`config.mk`:
```
export PLATFORM = sky130hd
export DESIGN_NAME = op_output_stage
export DESIGN_NICKNAME = d
export VERILOG_FILES = /design/src/source/ahb_pkg.sv /design/src/source/matrix_pkg.sv /design/src/source/op_arbiter.sv /design/src/source/op_beat_counter.sv /design/src/source/op_port_mux.sv /design/src/source/op_data_phase.sv /design/src/source/op_output_stage.sv
export VERILOG_INCLUDE_DIRS = /design/src /design/src/source
export SDC_FILE = /design/constraint.sdc
export NUM_CORES = 1
export LEC_CHECK = 0
export ABC_AREA = 1
export BUFFER_PORTS_ARGS = -buffer_cell sky130_fd_sc_hd__buf_2
export CAP_MARGIN = 20
export CORE_AREA = 2 2 133 135
export CTS_CLUSTER_DIAMETER = 40
export DETAILED_ROUTE_END_ITERATION = 8
export DIE_AREA = 0 0 135 137
export PLACE_DENSITY_LB_ADDON = 0.12
export SKIP_LAST_GASP = 1
export SLEW_MARGIN = 15
export SYNTH_ARGS = -nofsm -noshare
export SYNTH_HDL_FRONTEND = slang
export SYNTH_SLANG_ARGS = --single-unit
```
`constraint.sdc`:
```
create_clock -name HCLK -period 3.5 [get_ports HCLK]
set_clock_uncertainty 0.2 [all_clocks]
set_input_delay 0.525 -clock HCLK [delete_from_list [all_inputs] [get_ports HCLK]]
set_output_delay 0.525 -clock HCLK [all_outputs]
set_load 0.02 [all_outputs]
```
`src/source/op_consts.svh`:
```
// ------------------------------------------------------------
// Output stage constants
// Port count, bus widths and longest fixed burst
// ------------------------------------------------------------
`ifndef OP_CONSTS_SVH
`define OP_CONSTS_SVH

`define OP_NUM_PORTS 3    // Bus-switch inputs sharing the slave
`define OP_ADDR_W    32   // HADDR width
`define OP_DATA_W    32   // HWDATA width
`define OP_MAX_BEATS 16   // INCR16/WRAP16 length

`endif

```
`src/source/ahb_pkg.sv`:
```
// ------------------------------------------------------------
// AHB protocol types
// Transfer, burst and sideband field encodings
// ------------------------------------------------------------
`include "op_consts.svh"

package ahb_pkg;

  // HTRANS encodings
  typedef enum logic [1:0] {
    IDLE   = 2'b00,                            // No transfer
    BUSY   = 2'b01,                            // Burst pause
    NONSEQ = 2'b10,                            // First beat
    SEQ    = 2'b11                             // Follow-on beat
  } htrans_t;

  // HBURST encodings
  typedef enum logic [2:0] {
    SINGLE = 3'b000,                           // Single beat
    INCR   = 3'b001,                           // Undefined length
    WRAP4  = 3'b010,
    INCR4  = 3'b011,
    WRAP8  = 3'b100,
    INCR8  = 3'b101,
    WRAP16 = 3'b110,
    INCR16 = 3'b111
  } hburst_t;

  typedef logic [2:0] hsize_t;                 // Bytes per beat, log2
  typedef logic [3:0] hprot_t;                 // Protection control
  typedef logic [3:0] hmaster_t;               // Master ID

  typedef logic [`OP_ADDR_W-1:0] addr_t;       // Address bus
  typedef logic [`OP_DATA_W-1:0] data_t;       // Write data bus

endpackage

```
`src/source/matrix_pkg.sv`:
```
// ------------------------------------------------------------
// Bus-matrix internal types
// Port index, arbiter state and address-phase payload
// ------------------------------------------------------------
`include "op_consts.svh"

package matrix_pkg;
  import ahb_pkg::*;

  typedef logic [$clog2(`OP_NUM_PORTS)-1:0]   port_idx_t;  // Input port 0..2
  typedef logic [$clog2(`OP_MAX_BEATS+1)-1:0] beat_cnt_t;  // Beats 0..16

  // Grant ownership
  typedef enum logic [1:0] {
    ARB_IDLE   = 2'b00,                        // Nobody owns the slave
    ARB_OWNED  = 2'b01,                        // Normal ownership
    ARB_LOCKED = 2'b10                         // Locked sequence
  } arb_state_t;

  // Address-phase fields routed as one payload
  typedef struct packed {
    logic     hsel;
    addr_t    haddr;
    htrans_t  htrans;
    logic     hwrite;
    hsize_t   hsize;
    hburst_t  hburst;
    hprot_t   hprot;
    hmaster_t hmaster;
    logic     hmastlock;
  } addr_ctrl_t;

endpackage

```
`src/source/op_arbiter.sv`:
```
// ------------------------------------------------------------
// Output stage arbiter
// Fixed priority grant, port 0 highest, held through fixed
// bursts, SEQ/BUSY beats and locked sequences
// ------------------------------------------------------------
`include "op_consts.svh"

module op_arbiter (
  input  logic                     HCLK,
  input  logic                     HRESETn,
  input  logic [`OP_NUM_PORTS-1:0] i_req,         // Per-port request
  input  logic                     i_hready,      // HREADYMUX from data phase
  input  logic                     i_hsel,        // Owner's HSEL
  input  ahb_pkg::htrans_t         i_htrans,      // Owner's HTRANS
  input  logic                     i_hmastlock,   // Owner's HMASTLOCK
  input  logic                     i_burst_busy,  // Fixed burst beats left
  output matrix_pkg::port_idx_t    o_grant,
  output logic                     o_no_port
);
  import ahb_pkg::*;
  import matrix_pkg::*;

  arb_state_t state;
  arb_state_t state_nxt;
  port_idx_t  grant_nxt;
  port_idx_t  pick;        // Highest priority requester
  logic       hsel_lock;   // Lock seen while selected
  logic       hsel_lock_nxt;
  logic       lock_arb;    // Lock as seen by arbitration
  logic       mid_burst;   // Owner inside a burst
  logic       hold;        // Keep the current owner

  // ----------------------------------------------------------
  // Lock tracking
  // ----------------------------------------------------------
  // A locked master may address another slave mid-sequence,
  // so the lock is remembered once it started on this slave
  assign hsel_lock_nxt = (i_hsel & i_hmastlock & ((i_htrans == NONSEQ) | (i_htrans == SEQ))) ?
                         1'b1 :
                         (i_hmastlock ? hsel_lock : 1'b0);

  assign lock_arb  = i_hmastlock & (hsel_lock | i_hsel);   // Mask lock when not ours
  assign mid_burst = (i_htrans == SEQ) | (i_htrans == BUSY);
  assign hold      = (state != ARB_IDLE) & (i_burst_busy | lock_arb | mid_burst);

  // ----------------------------------------------------------
  // Priority pick and next state
  // ----------------------------------------------------------
  always_comb
  begin
    pick = '0;
    for (int p = `OP_NUM_PORTS-1; p >= 0; p--)
    begin
      if (i_req[p])
        pick = port_idx_t'(p);                // Lower index overrides
    end
  end

  always_comb
  begin
    grant_nxt = o_grant;                      // Default keep grant
    if (hold)
      state_nxt = lock_arb ? ARB_LOCKED : ARB_OWNED;
    else if (|i_req)
    begin
      grant_nxt = pick;
      state_nxt = ARB_OWNED;
    end
    else
      state_nxt = ARB_IDLE;                   // Nobody wants the slave
  end

  // Everything advances only on accepted edges
  always_ff @(posedge HCLK)
  begin
    if (!HRESETn)
    begin
      state     <= ARB_IDLE;
      o_grant   <= '0;
      hsel_lock <= 1'b0;
    end
    else if (i_hready)
    begin
      state     <= state_nxt;
      o_grant   <= grant_nxt;
      hsel_lock <= hsel_lock_nxt;
    end
  end

  assign o_no_port = (state == ARB_IDLE);

  // Grant must name a real input port once owned
  a_grant_range: assert property (@(posedge HCLK) disable iff (!HRESETn)
    !o_no_port |-> (o_grant < `OP_NUM_PORTS));

  // Stalled slave freezes ownership
  a_grant_stall: assert property (@(posedge HCLK) disable iff (!HRESETn)
    !i_hready |=> $stable(o_grant));

endmodule

```
`src/source/op_beat_counter.sv`:
```
// ------------------------------------------------------------
// Fixed-length burst beat counter
// Tracks beats left on the output port for grant holding
// ------------------------------------------------------------
`include "op_consts.svh"

module op_beat_counter (
  input  logic             HCLK,
  input  logic             HRESETn,
  input  logic             i_hready,      // Accepted edge
  input  ahb_pkg::htrans_t i_htrans,      // Muxed HTRANS
  input  ahb_pkg::hburst_t i_hburst,      // Muxed HBURST
  input  logic             i_hsel,        // Muxed HSEL
  output logic             o_burst_busy   // Beats still to come
);
  import ahb_pkg::*;
  import matrix_pkg::*;

  beat_cnt_t beats_left;   // Remaining SEQ beats
  beat_cnt_t burst_len;    // Decoded burst length
  logic      fixed_burst;
  logic      first_beat;   // NONSEQ opening a fixed burst
  logic      next_beat;    // SEQ inside a fixed burst

  // Burst length decode
  always_comb
  begin
    case (i_hburst)
      WRAP4, INCR4:   burst_len = beat_cnt_t'(4);
      WRAP8, INCR8:   burst_len = beat_cnt_t'(8);
      WRAP16, INCR16: burst_len = beat_cnt_t'(`OP_MAX_BEATS);
      SINGLE, INCR:   burst_len = '0;          // Nothing to hold for
    endcase
  end

  assign fixed_burst = (burst_len != '0);
  assign first_beat  = i_hsel & (i_htrans == NONSEQ) & fixed_burst;
  assign next_beat   = i_hsel & (i_htrans == SEQ) & fixed_burst;

  always_ff @(posedge HCLK)
  begin
    if (!HRESETn)
      beats_left <= '0;
    else if (i_hready)
    begin
      if (first_beat)
        beats_left <= burst_len - 1'b1;        // First beat already out
      else if (next_beat)
        beats_left <= beats_left - 1'b1;
    end
  end

  assign o_burst_busy = (beats_left != '0);

  // Master must not send more SEQ beats than the burst holds
  a_no_underflow: assert property (@(posedge HCLK) disable iff (!HRESETn)
    (i_hready && next_beat) |-> (beats_left != '0));

endmodule

```
`src/source/op_port_mux.sv`:
```
// ------------------------------------------------------------
// Input port payload selector
// Picks one port's payload, zero when no port is selected
// ------------------------------------------------------------
`include "op_consts.svh"

module op_port_mux #(
  parameter type payload_t = ahb_pkg::data_t     // Routed payload
) (
  input  payload_t              i_payload [`OP_NUM_PORTS],  // One per port
  input  matrix_pkg::port_idx_t i_sel,     // Selected port
  input  logic                  i_none,    // Drive zeros instead
  output payload_t              o_payload
);

  always_comb
  begin
    if (i_none)
      o_payload = '0;                        // Quiet bus when unowned
    else
      o_payload = i_payload[i_sel];
  end

  // Selector comes from the arbiter or data-phase register
  always_comb
  begin
    if (!i_none)
      a_sel_range: assert (i_sel < `OP_NUM_PORTS);
  end

endmodule

```
`src/source/op_data_phase.sv`:
```
// ------------------------------------------------------------
// Data phase tracking
// Registers data-phase port and slave select, makes HREADYMUX
// ------------------------------------------------------------

module op_data_phase (
  input  logic                  HCLK,
  input  logic                  HRESETn,
  input  matrix_pkg::port_idx_t i_grant,      // Address-phase owner
  input  logic                  i_hsel,       // Muxed HSEL
  input  logic                  i_hreadyout,  // From the slave
  output matrix_pkg::port_idx_t o_data_port,  // Owner of write data
  output logic                  o_hreadymux   // Slave-side HREADY
);

  logic slave_sel;   // Data phase targets this slave

  // ----------------------------------------------------------
  // Data-phase registers
  // ----------------------------------------------------------
  // Address phase moves into data phase on each accepted edge
  always_ff @(posedge HCLK)
  begin
    if (!HRESETn)
    begin
      o_data_port <= '0;
      slave_sel   <= 1'b0;
    end
    else if (o_hreadymux)
    begin
      o_data_port <= i_grant;                  // Write data follows
      slave_sel   <= i_hsel;
    end
  end

  // ----------------------------------------------------------
  // HREADYMUX generation
  // ----------------------------------------------------------
  // Slave drives ready only while its own data phase is live
  assign o_hreadymux = slave_sel ? i_hreadyout : 1'b1;

endmodule

```
`src/source/op_output_stage.sv`:
```
// ------------------------------------------------------------
// AHB bus-matrix output stage
// Arbitrates three input ports onto one shared slave and
// routes address, control and write data
// ------------------------------------------------------------
`include "op_consts.svh"

module op_output_stage (
  input  logic                                 HCLK,
  input  logic                                 HRESETn,
  input  logic [`OP_NUM_PORTS-1:0]             i_hsel,
  input  ahb_pkg::addr_t   [`OP_NUM_PORTS-1:0] i_haddr,
  input  ahb_pkg::htrans_t [`OP_NUM_PORTS-1:0] i_htrans,
  input  logic [`OP_NUM_PORTS-1:0]             i_hwrite,
  input  ahb_pkg::hsize_t  [`OP_NUM_PORTS-1:0] i_hsize,
  input  ahb_pkg::hburst_t [`OP_NUM_PORTS-1:0] i_hburst,
  input  ahb_pkg::hprot_t  [`OP_NUM_PORTS-1:0] i_hprot,
  input  ahb_pkg::hmaster_t [`OP_NUM_PORTS-1:0] i_hmaster,
  input  logic [`OP_NUM_PORTS-1:0]             i_hmastlock,
  input  ahb_pkg::data_t   [`OP_NUM_PORTS-1:0] i_hwdata,
  input  logic [`OP_NUM_PORTS-1:0]             i_held_tran,   // Pending for us
  input  logic                                 i_hreadyout,   // Slave ready
  output logic [`OP_NUM_PORTS-1:0]             o_active,      // Port owns slave
  output logic                                 o_hselm,
  output ahb_pkg::addr_t                       o_haddrm,
  output ahb_pkg::htrans_t                     o_htransm,
  output logic                                 o_hwritem,
  output ahb_pkg::hsize_t                      o_hsizem,
  output ahb_pkg::hburst_t                     o_hburstm,
  output ahb_pkg::hprot_t                      o_hprotm,
  output ahb_pkg::hmaster_t                    o_hmasterm,
  output logic                                 o_hmastlockm,
  output ahb_pkg::data_t                       o_hwdatam,
  output logic                                 o_hreadymuxm
);
  import ahb_pkg::*;
  import matrix_pkg::*;

  logic [`OP_NUM_PORTS-1:0] req;            // Held transfer and selected
  addr_ctrl_t port_ctrl [`OP_NUM_PORTS];    // Packed per-port address phase
  data_t      port_wdata [`OP_NUM_PORTS];
  addr_ctrl_t slave_ctrl;                   // Winner's address phase
  port_idx_t  grant;
  port_idx_t  data_port;
  logic       no_port;
  logic       burst_busy;
  logic       hreadymux;

  // ----------------------------------------------------------
  // Port packing
  // ----------------------------------------------------------
  assign req = i_held_tran & i_hsel;

  always_comb
  begin
    for (int p = 0; p < `OP_NUM_PORTS; p++)
    begin
      port_ctrl[p].hsel      = i_hsel[p];
      port_ctrl[p].haddr     = i_haddr[p];
      port_ctrl[p].htrans    = i_htrans[p];
      port_ctrl[p].hwrite    = i_hwrite[p];
      port_ctrl[p].hsize     = i_hsize[p];
      port_ctrl[p].hburst    = i_hburst[p];
      port_ctrl[p].hprot     = i_hprot[p];
      port_ctrl[p].hmaster   = i_hmaster[p];
      port_ctrl[p].hmastlock = i_hmastlock[p];
      port_wdata[p]          = i_hwdata[p];
    end
  end

  // ----------------------------------------------------------
  // Arbitration and routing
  // ----------------------------------------------------------
  op_arbiter u_arb (
    .HCLK         (HCLK),
    .HRESETn      (HRESETn),
    .i_req        (req),
    .i_hready     (hreadymux),
    .i_hsel       (slave_ctrl.hsel),
    .i_htrans     (slave_ctrl.htrans),
    .i_hmastlock  (slave_ctrl.hmastlock),
    .i_burst_busy (burst_busy),
    .o_grant      (grant),
    .o_no_port    (no_port)
  );

  op_port_mux #(.payload_t(addr_ctrl_t)) u_addr_mux (
    .i_payload (port_ctrl),
    .i_sel     (grant),
    .i_none    (no_port),
    .o_payload (slave_ctrl)
  );

  op_beat_counter u_beats (
    .HCLK         (HCLK),
    .HRESETn      (HRESETn),
    .i_hready     (hreadymux),
    .i_htrans     (slave_ctrl.htrans),
    .i_hburst     (slave_ctrl.hburst),
    .i_hsel       (slave_ctrl.hsel),
    .o_burst_busy (burst_busy)
  );

  op_data_phase u_data_phase (
    .HCLK        (HCLK),
    .HRESETn     (HRESETn),
    .i_grant     (grant),
    .i_hsel      (slave_ctrl.hsel),
    .i_hreadyout (i_hreadyout),
    .o_data_port (data_port),
    .o_hreadymux (hreadymux)
  );

  // Write data lags one accepted edge behind the address
  op_port_mux #(.payload_t(data_t)) u_wdata_mux (
    .i_payload (port_wdata),
    .i_sel     (data_port),
    .i_none    (1'b0),
    .o_payload (o_hwdatam)
  );

  // Active decode
  always_comb
  begin
    for (int p = 0; p < `OP_NUM_PORTS; p++)
      o_active[p] = ~no_port & (grant == port_idx_t'(p));
  end

  // Slave-side unpacking
  assign o_hselm      = slave_ctrl.hsel;
  assign o_haddrm     = slave_ctrl.haddr;
  assign o_htransm    = slave_ctrl.htrans;
  assign o_hwritem    = slave_ctrl.hwrite;
  assign o_hsizem     = slave_ctrl.hsize;
  assign o_hburstm    = slave_ctrl.hburst;
  assign o_hprotm     = slave_ctrl.hprot;
  assign o_hmasterm   = slave_ctrl.hmaster;
  assign o_hmastlockm = slave_ctrl.hmastlock;
  assign o_hreadymuxm = hreadymux;

endmodule

```
==> impl_metrics.json <==
{
  "syn_inst": 539,
  "crit_path_start_kind": "register",
  "grt_usage": 0.1494,
  "finalSetupViolations": 0,
  "grt_max_degree": 34,
  "crit_chain": "inv_2 -> nand2_1 -> nor2_2 -> nand2_1 -> nand3_2 -> buf_2",
  "fmax_ghz": 0.3563,
  "min_path_type": "register to register",
  "synth_seq_area_share": 0.09853,
  "overflow": 0,
  "fill_cells": 2015,
  "place_congestion": 0.8311,
  "synth-async-reset-ratio": 0,
  "critPathMostFrequentCell": "nand2_1",
  "drive_gt1_frac": 0.4446,
  "busiest_layer": "met2",
  "met1_usage": 0.1465,
  "drv_cap": 0,
  "synth_area_leaders": "nand2_1, nand3_1, o21ai_0",
  "cts.htree.levels": 1,
  "maxSlewHeadroom": 0.3741,
  "path_delay_family": "simple AND/OR/NAND/NOR gates",
  "holdBufCountCts": 0,
  "ys_seq_elements": 13,
  "end_kind": "output port",
  "tns_ps": 0,
  "status": "complete, no violations",
  "use_met3": 0.03963,
  "post-route-min-period_ps": 2806,
  "vdd_drop_max_v": 0.0001294,
  "cellLeakagePower_nw": 2.751,
  "cts_sinks": 13,
  "ys_types": 27,
  "cts_setup_buffers": 0,
  "synth-main-ff-cell": "dfxtp_1",
  "dr.pass1.iters": 6,
  "core_area_um2": 17060,
  "cp.arrival_ps": 2080,
  "start_util": 0.1549,
  "grtUsageMet2": 0.3043,
  "cts_root_buffer": "clkbuf_16",
  "grt_pass1_vias": 4369,
  "drt_drc_violations_left": 0,
  "power_density_nw_per_um2": 273.1,
  "rows": 48,
  "cp_slowest_stage_delay_ps": 720,
  "power_w": 0.001264,
  "grt_pass1_wl_um": 22050,
  "yosys_warnings": 0,
  "clkTransAtPathRegs_ps": 50,
  "timing_hold_violations_final": 0,
  "synth_edf_count": 0,
  "ctsLongestPathBuffers": 2,
  "vias_per_cell": 4.272,
  "synth_top_area_share": 0.2757,
  "antenna_left": 0,
  "cp.buffers_inverters": 2,
  "die-height_um": 137,
  "cts_buffers": 3,
  "synth_area_um2": 2641,
  "rsz0062_at_grt": "false",
  "die_area_um2": 18500,
  "synth_top_cell_by_area": "nand2_1",
  "postCtsResizedCells": 0,
  "nets": 1117,
  "drt_iter0_markers": 134,
  "die_w_um": 135,
  "slew_violations": 0,
  "worst-setup-path-type": "register to output port",
  "clkLatencyLatePin_ps": 240,
  "design.portCount": 342,
  "syn_avg_cell_area_um2": 4.900,
  "min_period_over_period": 0.8018,
  "cts_tree": "built",
  "drt-total-wl_um": 15140,
  "worst_pin_slew_ps": 937.8,
  "syn2layout_area_growth_pct": 75.32,
  "dp_hpwl_um": 12510,
  "wl_per_cell_um": 13.98,
  "portBuffers": 341,
  "antenna_found_initial": 2,
  "ff_latch_area_um2": 260.3,
  "multi_input_area_um2": 2073,
  "syn-num-nets": 798,
  "via_count": 4627,
  "critPathRequiredTime_ps": 2770,
  "slowest_stage": "nor2_2",
  "cp_max_fo": 23
}
routing by layer:
layer	wire, um	vias up	share of wire
li1	-	2372	-
met1	5372	2002	0.35
met2	7950	229	0.52
met3	1453	24	0.096
met4	367	0	0.024
met5	0	-	0
area by class of cell:
| cell class | instances | share of cell area |
|---|---|---|
| Antenna cell | 1 | 0.0005404 |
| Timing Repair Buffer | 349 | 0.3815 |
| Sequential cell | 13 | 0.05620 |
| Tap cell | 225 | 0.06079 |
| Multi-Input combinational cell | 447 | 0.4477 |
| Inverter | 44 | 0.03621 |
| Clock buffer | 4 | 0.01702 |
registers in the layout, indices dropped and copies added (netlist names):
register	flops
u_arb.hsel_lock	1
u_arb.o_grant	2
u_arb.state	2
u_beats.beats_left	5
u_data_phase.slave_sel	1
u_data_phase.o_data_port	2
report_power, final:
part	internal, W	leakage (nW)	total [W]	switching (W)
Combinational	0.000318	2.61	0.000877	0.000559
Sequential	0.000157	0.106	0.000170	0.0000125
Clock	0.000154	0.0382	0.000218	0.0000641
Total	0.000629	2.75	0.00126	0.000635
final timing paths:
path	startpoint	to	slack, ps	cells past startpoint
setup / recovery	u_arb.o_grant[1]	o_hmastlockm	690	6
hold / removal	u_arb.hsel_lock	u_arb.hsel_lock	260	2
setup reg to reg	u_arb.o_grant[1]	u_beats.beats_left[2]	870	12
hold reg to reg	u_arb.hsel_lock	u_arb.hsel_lock	260	2
layout by cell type (no fill, tap or decap), types with 5 or more instances in the layout:
master,Yosys,routed
buf_2,6,341
nand2_1,194,194
nand3_1,91,91
o21ai_0,70,70
nor2_1,43,42
inv_1,39,38
dfxtp_1,13,13
a21oi_1,12,12
nand2_2,9,9
buf_4,1,8
inv_2,4,5
nor2_2,4,5
stage by stage:
step | cells | setup WS (ps) | instance area, um^2 | hold WS (ps) | util
3_3_place_gp | 1078 | 823.5 | 4549 | 253.8 | 0.2667
4_1_cts | 1082 | 642.6 | 4628 | 259.0 | 0.2713
3_5_place_dp | 1078 | 821.4 | 4549 | 251.3 | 0.2667
5_1_grt | 1083 | 459.4 | 4631 | 294.6 | 0.2715
2_1_floorplan | 539 | 1285 | 2641 | 233.8 | -
6_report | 1083 | 693.5 | 4631 | 257.3 | 0.2715
cells in the mapped netlist, types with 6 or more instances:
| cell | count |
|---|---|
| nand2_2 | 9 |
| buf_2 | 6 |
| buf_1 | 6 |
| nor2_1 | 43 |
| a21oi_1 | 12 |
| clkbuf_1 | 22 |
| nand3_1 | 91 |
| dfxtp_1 | 13 |
| inv_1 | 39 |
| o21ai_0 | 70 |
| nand2_1 | 194 |
cell families after synthesis:
family | Yosys count | share of synthesized area
and+or+nand+nor | 353 | 0.5879
AOI/OAI and AO/OA | 87 | 0.1672
buffers and inverters | 79 | 0.1175
DFF | 13 | 0.09853
xor gates and xnor gates | 3 | 0.009950
adders and majority gates | 4 | 0.01895
tightest hold or removal path, stage by stage, from the launching register on:
cell     delay [ps]
dfxtp_1         290
inv_1            60
a21oi_1          60
No activity file was read; power rests on OpenSTA's default activity.
